===== config.mk =====
export PLATFORM = sky130hd
export DESIGN_NAME = fibCore
export DESIGN_NICKNAME = d
export VERILOG_FILES = /design/src/fibDataPkg.sv /design/src/fibCtrlPkg.sv /design/src/fibCore.sv /design/src/fibDatapath.sv /design/src/fibSequencer.sv /design/src/regFile.sv
export SDC_FILE = /design/constraint.sdc
export NUM_CORES = 1
export LEC_CHECK = 0
export ABC_AREA = 1
export BUFFER_PORTS_ARGS = -buffer_cell sky130_fd_sc_hd__buf_2
export CAP_MARGIN = 10
export CORE_ASPECT_RATIO = 2
export CORE_MARGIN = 4
export CORE_UTILIZATION = 35
export DETAILED_ROUTE_END_ITERATION = 12
export PLACE_DENSITY = 0.52
export SYNTH_ARGS = -nofsm -noshare
export SYNTH_HDL_FRONTEND = slang
export SYNTH_SLANG_ARGS = --single-unit

===== constraint.sdc =====
create_clock -name clk -period 10.6 [get_ports clk]
set_input_delay 1.59 -clock clk [delete_from_list [all_inputs] [get_ports clk]]
set_output_delay 1.59 -clock clk [all_outputs]
set_load 0.1 [all_outputs]

===== src/fibDataPkg.sv =====
package fibDataPkg;

    //////////////////////////////////////////////////////////////////////
    // datapath value types
    //////////////////////////////////////////////////////////////////////

    // one fibonacci term as held in the register file
    typedef logic [15:0] fibWord;

    // register file slot
    typedef logic [3:0] regIndex;

    // requested number of terms
    // zero is read as one
    typedef logic [7:0] termCount;

    // slots behind regIndex
    localparam int unsigned NumRegs = 16;

    // seed values for terms 0 and 1
    localparam fibWord termZero = 16'd0;
    localparam fibWord termOne  = 16'd1;

endpackage


===== src/fibCtrlPkg.sv =====
package fibCtrlPkg;

    //////////////////////////////////////////////////////////////////////
    // sequencer side definitions
    //////////////////////////////////////////////////////////////////////

    // sequencer states
    typedef enum logic [1:0] {
        idle,
        seed0,
        seed1,
        run
    } seqState;

    // source of the register file write value
    // seedNone selects the adder
    typedef enum logic [1:0] {
        seedNone,
        seedZero,
        seedOne
    } seedSelect;

    // everything the sequencer tells the datapath for one cycle
    typedef struct packed {
        seedSelect           seedSel;
        logic                writeEn;
        fibDataPkg::regIndex writeIdx;
        fibDataPkg::regIndex readIdxA;  // term two back
        fibDataPkg::regIndex readIdxB;  // term one back
        logic                emit;
    } dpCtrl;

endpackage


===== src/fibCore.sv =====
`timescale 1ns/1ns

module fibCore import fibDataPkg::*, fibCtrlPkg::*; (
    input  logic     clk,
    input  logic     rst,
    input  logic     start,
    input  termCount count,
    input  regIndex  rdIdx,
    output logic     termValid,
    output fibWord   termData,
    output termCount termIndex,
    output logic     done,
    output logic     overflow,
    output logic     busy,
    output fibWord   rdData
);

    // sequencer to datapath
    dpCtrl ctrl;
    logic  clearFlags;

    // datapath back to sequencer
    logic  sumCarry;

    // control block
    fibSequencer seq0 (
        .clk       (clk),
        .rst       (rst),
        .start     (start),
        .count     (count),
        .sumCarry  (sumCarry),
        .ctrl      (ctrl),
        .clearFlags(clearFlags),
        .termIndex (termIndex),
        .done      (done),
        .busy      (busy)
    );

    // register file, adder and flag
    fibDatapath dp0 (
        .clk       (clk),
        .rst       (rst),
        .ctrl      (ctrl),
        .clearFlags(clearFlags),
        .rdIdx     (rdIdx),
        .sumCarry  (sumCarry),
        .termValid (termValid),
        .termData  (termData),
        .overflow  (overflow),
        .rdData    (rdData)
    );

endmodule


===== src/fibDatapath.sv =====
`timescale 1ns/1ns

module fibDatapath import fibDataPkg::*, fibCtrlPkg::*; (
    input  logic    clk,
    input  logic    rst,
    input  dpCtrl   ctrl,
    input  logic    clearFlags,
    input  regIndex rdIdx,
    output logic    sumCarry,
    output logic    termValid,
    output fibWord  termData,
    output logic    overflow,
    output fibWord  rdData
);

    // sign position of a term
    localparam int SignBit = $bits(fibWord) - 1;

    fibWord opA;
    fibWord opB;
    fibWord sum;
    fibWord writeData;
    logic   setOvf;
    logic   overflowQ;

    // term storage
    regFile regs0 (
        .clk      (clk),
        .rst      (rst),
        .writeEn  (ctrl.writeEn),
        .writeIdx (ctrl.writeIdx),
        .writeData(writeData),
        .readIdxA (ctrl.readIdxA),
        .readIdxB (ctrl.readIdxB),
        .rdIdx    (rdIdx),
        .readA    (opA),
        .readB    (opB),
        .rdData   (rdData)
    );

    //////////////////////////////////////////////////////////////////////
    // adder
    //////////////////////////////////////////////////////////////////////

    assign sum = opA + opB;

    // two's complement overflow of the add
    // terms live in the positive half of the word
    // so a sum that reaches the sign bit does not fit
    assign sumCarry = (opA[SignBit] == opB[SignBit]) && (sum[SignBit] != opA[SignBit]);

    // initial value path or adder result
    always_comb begin
        case (ctrl.seedSel)
            seedZero: writeData = termZero;
            seedOne:  writeData = termOne;
            default:  writeData = sum;
        endcase
    end

    //////////////////////////////////////////////////////////////////////
    // flag register
    //////////////////////////////////////////////////////////////////////

    // add steps are the only ones on seedNone
    // idle and the seed steps never set the flag
    assign setOvf = sumCarry && (ctrl.seedSel == seedNone);

    always_ff @(posedge clk) begin
        if (rst) begin
            overflowQ <= 1'b0;
        end else if (clearFlags) begin
            overflowQ <= 1'b0;
        end else if (setOvf) begin
            overflowQ <= 1'b1;
        end
    end

    // visible in the cycle of the failed add
    // held until a new run is accepted
    assign overflow = setOvf || (overflowQ && !clearFlags);

    // term output mirrors the write
    assign termValid = ctrl.emit;
    assign termData  = writeData;

endmodule


===== src/fibSequencer.sv =====
`timescale 1ns/1ns

module fibSequencer import fibDataPkg::*, fibCtrlPkg::*; (
    input  logic     clk,
    input  logic     rst,
    input  logic     start,
    input  termCount count,
    input  logic     sumCarry,
    output dpCtrl    ctrl,
    output logic     clearFlags,
    output termCount termIndex,
    output logic     done,
    output logic     busy
);

    seqState  state;
    termCount termIdx;
    termCount lastIdx;
    regIndex  writeIdx;
    logic     isLast;
    logic     addFail;

    //////////////////////////////////////////////////////////////////////
    // state and counters
    //////////////////////////////////////////////////////////////////////

    // state tracks the step being presented this cycle
    always_ff @(posedge clk) begin
        if (rst) begin
            state    <= idle;
            termIdx  <= '0;
            lastIdx  <= '0;
            writeIdx <= '0;
        end else begin
            case (state)
                idle: begin
                    // start is only looked at here
                    if (start) begin
                        state    <= seed0;
                        termIdx  <= '0;
                        writeIdx <= '0;
                        // a count of 0 ends on term 0 like a count of 1
                        lastIdx  <= (count == '0) ? '0 : count - termCount'(1);
                    end
                end
                seed0, seed1: begin
                    if (isLast) begin
                        state <= idle;
                    end else begin
                        state    <= (state == seed0) ? seed1 : run;
                        termIdx  <= termIdx + termCount'(1);
                        writeIdx <= writeIdx + regIndex'(1);
                    end
                end
                default: begin
                    // run ends on the last term or on a failed add
                    if (isLast || sumCarry) begin
                        state <= idle;
                    end else begin
                        termIdx  <= termIdx + termCount'(1);
                        // wraps around the sixteen slots
                        writeIdx <= writeIdx + regIndex'(1);
                    end
                end
            endcase
        end
    end

    //////////////////////////////////////////////////////////////////////
    // status outputs
    //////////////////////////////////////////////////////////////////////

    assign busy      = (state != idle);
    assign isLast    = (termIdx == lastIdx);
    assign termIndex = termIdx;

    // add of this cycle left the term range
    assign addFail = (state == run) && sumCarry;

    // first cycle after accept
    assign clearFlags = (state == seed0);

    // normal end rides with the last term
    // overflow end replaces the term that failed
    assign done = (busy && isLast) || addFail;

    //////////////////////////////////////////////////////////////////////
    // datapath control
    //////////////////////////////////////////////////////////////////////

    always_comb begin
        ctrl.writeIdx = writeIdx;
        // two back and one back
        ctrl.readIdxA = writeIdx - regIndex'(2);
        ctrl.readIdxB = writeIdx - regIndex'(1);
        // failed add is neither stored nor published
        ctrl.writeEn  = busy && !addFail;
        ctrl.emit     = busy && !addFail;
        case (state)
            seed1:   ctrl.seedSel = seedOne;
            run:     ctrl.seedSel = seedNone;
            // parked on the zero seed while idle
            default: ctrl.seedSel = seedZero;
        endcase
    end

endmodule


===== src/regFile.sv =====
`timescale 1ns/1ns

module regFile import fibDataPkg::*; (
    input  logic    clk,
    input  logic    rst,
    input  logic    writeEn,
    input  regIndex writeIdx,
    input  fibWord  writeData,
    input  regIndex readIdxA,
    input  regIndex readIdxB,
    input  regIndex rdIdx,
    output fibWord  readA,
    output fibWord  readB,
    output fibWord  rdData
);

    // sixteen term slots
    fibWord regs [NumRegs];

    //////////////////////////////////////////////////////////////////////
    // write port
    //////////////////////////////////////////////////////////////////////

    // all slots back to zero on reset
    always_ff @(posedge clk) begin
        if (rst) begin
            for (int i = 0; i < NumRegs; i++) begin
                regs[i] <= '0;
            end
        end else if (writeEn) begin
            regs[writeIdx] <= writeData;
        end
    end

    //////////////////////////////////////////////////////////////////////
    // read ports
    //////////////////////////////////////////////////////////////////////

    // adder operands
    // a slot being written still reads its old value this cycle
    assign readA = regs[readIdxA];
    assign readB = regs[readIdxB];

    // readback for the outside world
    assign rdData = regs[rdIdx];

endmodule


==> impl_results.md <==
- Slowest-stage cell, CP: dfxtp_4
- WL per Instance: 24.54 um
- Area of the multi-input gates: 0.008623 mm^2
- Critical Path Source Type: flip-flop
- Num ports: 59
- Max-cap violations: 0
- Synth Flop Type: edfxtp_1
- Final ANT Viol Nets: 0
- Vias in the first global route: 17050
- Routed WL: 73260 um
- Dpl hpwl: 48590 um
- CP Max Fanout: 60
- Crit Path Class: flip-flop to primary output
- Static leakage: 0.007384 uW
- Avg Synthesized Cell Area: 7.743 um^2
- CTS Sinks: 279
- Required @ worst endpoint: 9.01 ns
- Final Max Tran Viols: 0
- Placed Instances: 2933
- CTS H-tree depth: 1
- CP most frequent cell: inv_1
- DR pass1 iterations: 8
- Final nets: 2349
- Core Area: 0.05197 mm^2
- CTS tree: done
- Critical R2R Launch: seq0.writeIdx[1]$_SDFFE_PP0P_
- RSZ-0062 raised after global routing: no
- Slew margin rel.: 20.60%
- First-pass GRT wire length: 107400 um
- Skew-Pair Late Insertion Delay: 0.60 ns
- Routability cong.: 0.8873
- GRT Total Usage: 25.13%
- Fill cell count: 5450
- Worst-path cell chain: inv_1 > ha_2 > inv_2 > buf_4 > a211oi_1 > o311ai_0 > nand2_1 > inv_1 > ha_1 > inv_1 > fa_1 > inv_1 > nand3_1 > o2111ai_1 > a21o_1 > nor2_1 > nor2_1 > nand2_1 > inv_1 > buf_2
- Fin. Hold Viols: 0
- Max clock buf depth: 3
- Antenna violations before repair: 0
- Crit-path max cell delay: 0.83 ns
- Total power: 5620 uW
- Critical path launch point: seq0.writeIdx[1]$_SDFFE_PP0P_
- Dpl ws: 2.684 ns
- Area leader, netlist: edfxtp_1
- Worst Tran Pin Value: 1.188 ns
- Setup_tns: 0 ns
- Critical Path AT: 6.72 ns
- Number of synthesized flops with an enable pin: 256
- Synth top area share: 41.75%
- Flop and latch count out of synthesis: 279
- DR vias/cell: 5.854
- Peak VDD IR: 169.0 uV
- Sequential share of the synthesized area: 44.25%
- Hold crit path type: flip-flop to flip-flop
- Final critical-path required period: 8.311 ns
- Final Instance Count excl. Fillers: 2985
- Violation count after the first detailed-route iteration: 1780
- GR Overflow Total: 0
- Clock transition at the registers of the reported paths: 0.07 ns
- End of the critical path: termData[12]
- Register Area: 0.008155 mm^2
- Die area: 0.05656 mm^2
- Reg-to-Reg End: dp0.regs0.regs[2][4]$_SDFFCE_PN0P_
- P per Cell Area: 282.1 mW/mm^2
- Post-Synthesis Cell Area: 0.01841 mm^2
- Die Wd: 170.2 um
- Layout cells sized above 1: 7.398%
- Via Count: 17470
- Run status: finished clean
- Largest cells by area after synthesis: edfxtp_1, nor2_1, o21ai_0
- Setup crit end kind: primary output
- Total CTS buffers: 28
- Number of buffers added on ports: 58
- N_diodes: 0
- Worst setup margin: 2.289 ns
- Die height: 332.4 um
- R2r setup slk: 2.49 ns
- Row cnt: 118
- Root cell of the clock tree: clkbuf_16
- Cts hold-fix bufs: 0
- Clk_skew: 0.01620 ns
- Postcts setup bufs: 0
- Crit share post-route: 78.41%
- Reg2Reg Depth: 20
- Synth unique cells: 45
- Setup violators final: 0
- # DRC: 0
- Mapped Cells: 2378
- Starting Density: 35.43%
- Synthesis Warnings: 0
- Largest net degree at the start of global routing: 120
- Share of flip-flops with an asynchronous set or reset: 0%
- CTS resizes: 0
- Layout area overhead: 8.189%
- Max Fclk: 0.1203 GHz
- Post-Syn Nets: 2424
## where the power goes
group | leakage, uW | switching (uW) | internal (uW) | total, uW
clock network | 0.000471 | 484 | 615 | 1100
logic | 0.00408 | 2320 | 831 | 3160
registers | 0.00284 | 94.5 | 1270 | 1360
## layout by cell type (no fill, tap or decap), types with 31 or more instances in the layout
cell,instances
nand2_1,291
nor2_1,380
buf_4,33
a211oi_1,31
inv_1,203
buf_2,56
o21ai_0,283
a21oi_1,279
nand3_1,158
o211ai_1,104
edfxtp_1,256
## Yosys cell counts, types with 2 or more instances
cell / count
a211oi_1: 31
a21o_1: 5
a21oi_1: 279
and2_1: 2
buf_1: 18
buf_2: 14
buf_4: 3
buf_6: 10
clkbuf_1: 149
clkinv_1: 3
dfxtp_1: 23
edfxtp_1: 256
ha_1: 30
inv_1: 203
inv_2: 6
mux2i_1: 6
nand2_1: 291
nand2_2: 4
nand2_4: 10
nand3_1: 158
nand4_1: 14
nor2_1: 380
nor2_4: 2
nor3_1: 11
o211ai_1: 104
o21ai_0: 283
o21ai_1: 2
o221ai_1: 12
o22ai_1: 3
o311ai_0: 29
o31ai_1: 2
or2_2: 7
xnor2_1: 3
xor2_1: 14
## sequential cells by signal, indices dropped and copies added (netlist names)
name and count:
dp0.regs0.regs 256, seq0.lastIdx 8, seq0.termIndex 8, seq0.writeIdx 4, seq0.state 2, dp0.overflowQ 1
## worst min path at each step
stage                                 startpoint  slack (ns)                      endpoint  cells past startpoint
floorplan           seq0.lastIdx[2]$_SDFFE_PP0P_        0.45  seq0.lastIdx[2]$_SDFFE_PP0P_                      2
global placement    seq0.lastIdx[6]$_SDFFE_PP0P_        0.47  seq0.lastIdx[6]$_SDFFE_PP0P_                      2
detailed placement  seq0.lastIdx[6]$_SDFFE_PP0P_        0.47  seq0.lastIdx[6]$_SDFFE_PP0P_                      2
CTS                 seq0.lastIdx[6]$_SDFFE_PP0P_        0.48  seq0.lastIdx[6]$_SDFFE_PP0P_                      2
global route        seq0.lastIdx[2]$_SDFFE_PP0P_        0.51  seq0.lastIdx[2]$_SDFFE_PP0P_                      2
finish              seq0.lastIdx[6]$_SDFFE_PP0P_        0.48  seq0.lastIdx[6]$_SDFFE_PP0P_                      2
## metal layers
metal  vias up  wire, um  global-route usage [%]
li1       8111         -                       -
met4         0      4508                   13.40
met1      8260     25970                   28.36
met3       239      4852                   2.555
met2       863     37930                   45.79
met5         -         0                       0
## critical path, delay by kind of cell, from the launching register on
family / cells / cell delay (ns)
fa+ha+maj: 3 / 1.08
flops: 1 / 0.83
buf+inv: 8 / 2.12
compound gates: 4 / 1.24
simple gates: 5 / 0.78
## layout make-up
class / instances / area share [%]
well taps: 660 / 4.145
repair buffers: 90 / 2.707
inverters: 213 / 4.026
clock buffers: 37 / 3.888
flip-flops and latches: 279 / 40.94
multi-input cells: 1691 / 43.29
clock inverters: 15 / 1.005
## per-stage QoR
step	hold slack, ns	area [um^2]	utilization [%]
floorplan	0.4537	18410	-
global placement	0.4675	18950	36.46
detailed placement	0.4706	18950	36.46
CTS	0.4811	19920	38.33
global route	0.5068	19920	38.33
finish	0.4842	19920	38.33
## logic make-up after synthesis
family	count (synthesis)	synth area share (%)
buf+inv	408	8.983
mux	6	0.3262
flops	279	44.25
simple gates	882	20.06
xor+xnor	18	0.8970
fa+ha+maj	31	2.147
compound gates	754	23.34
Power figures use the tool's default switching activity.
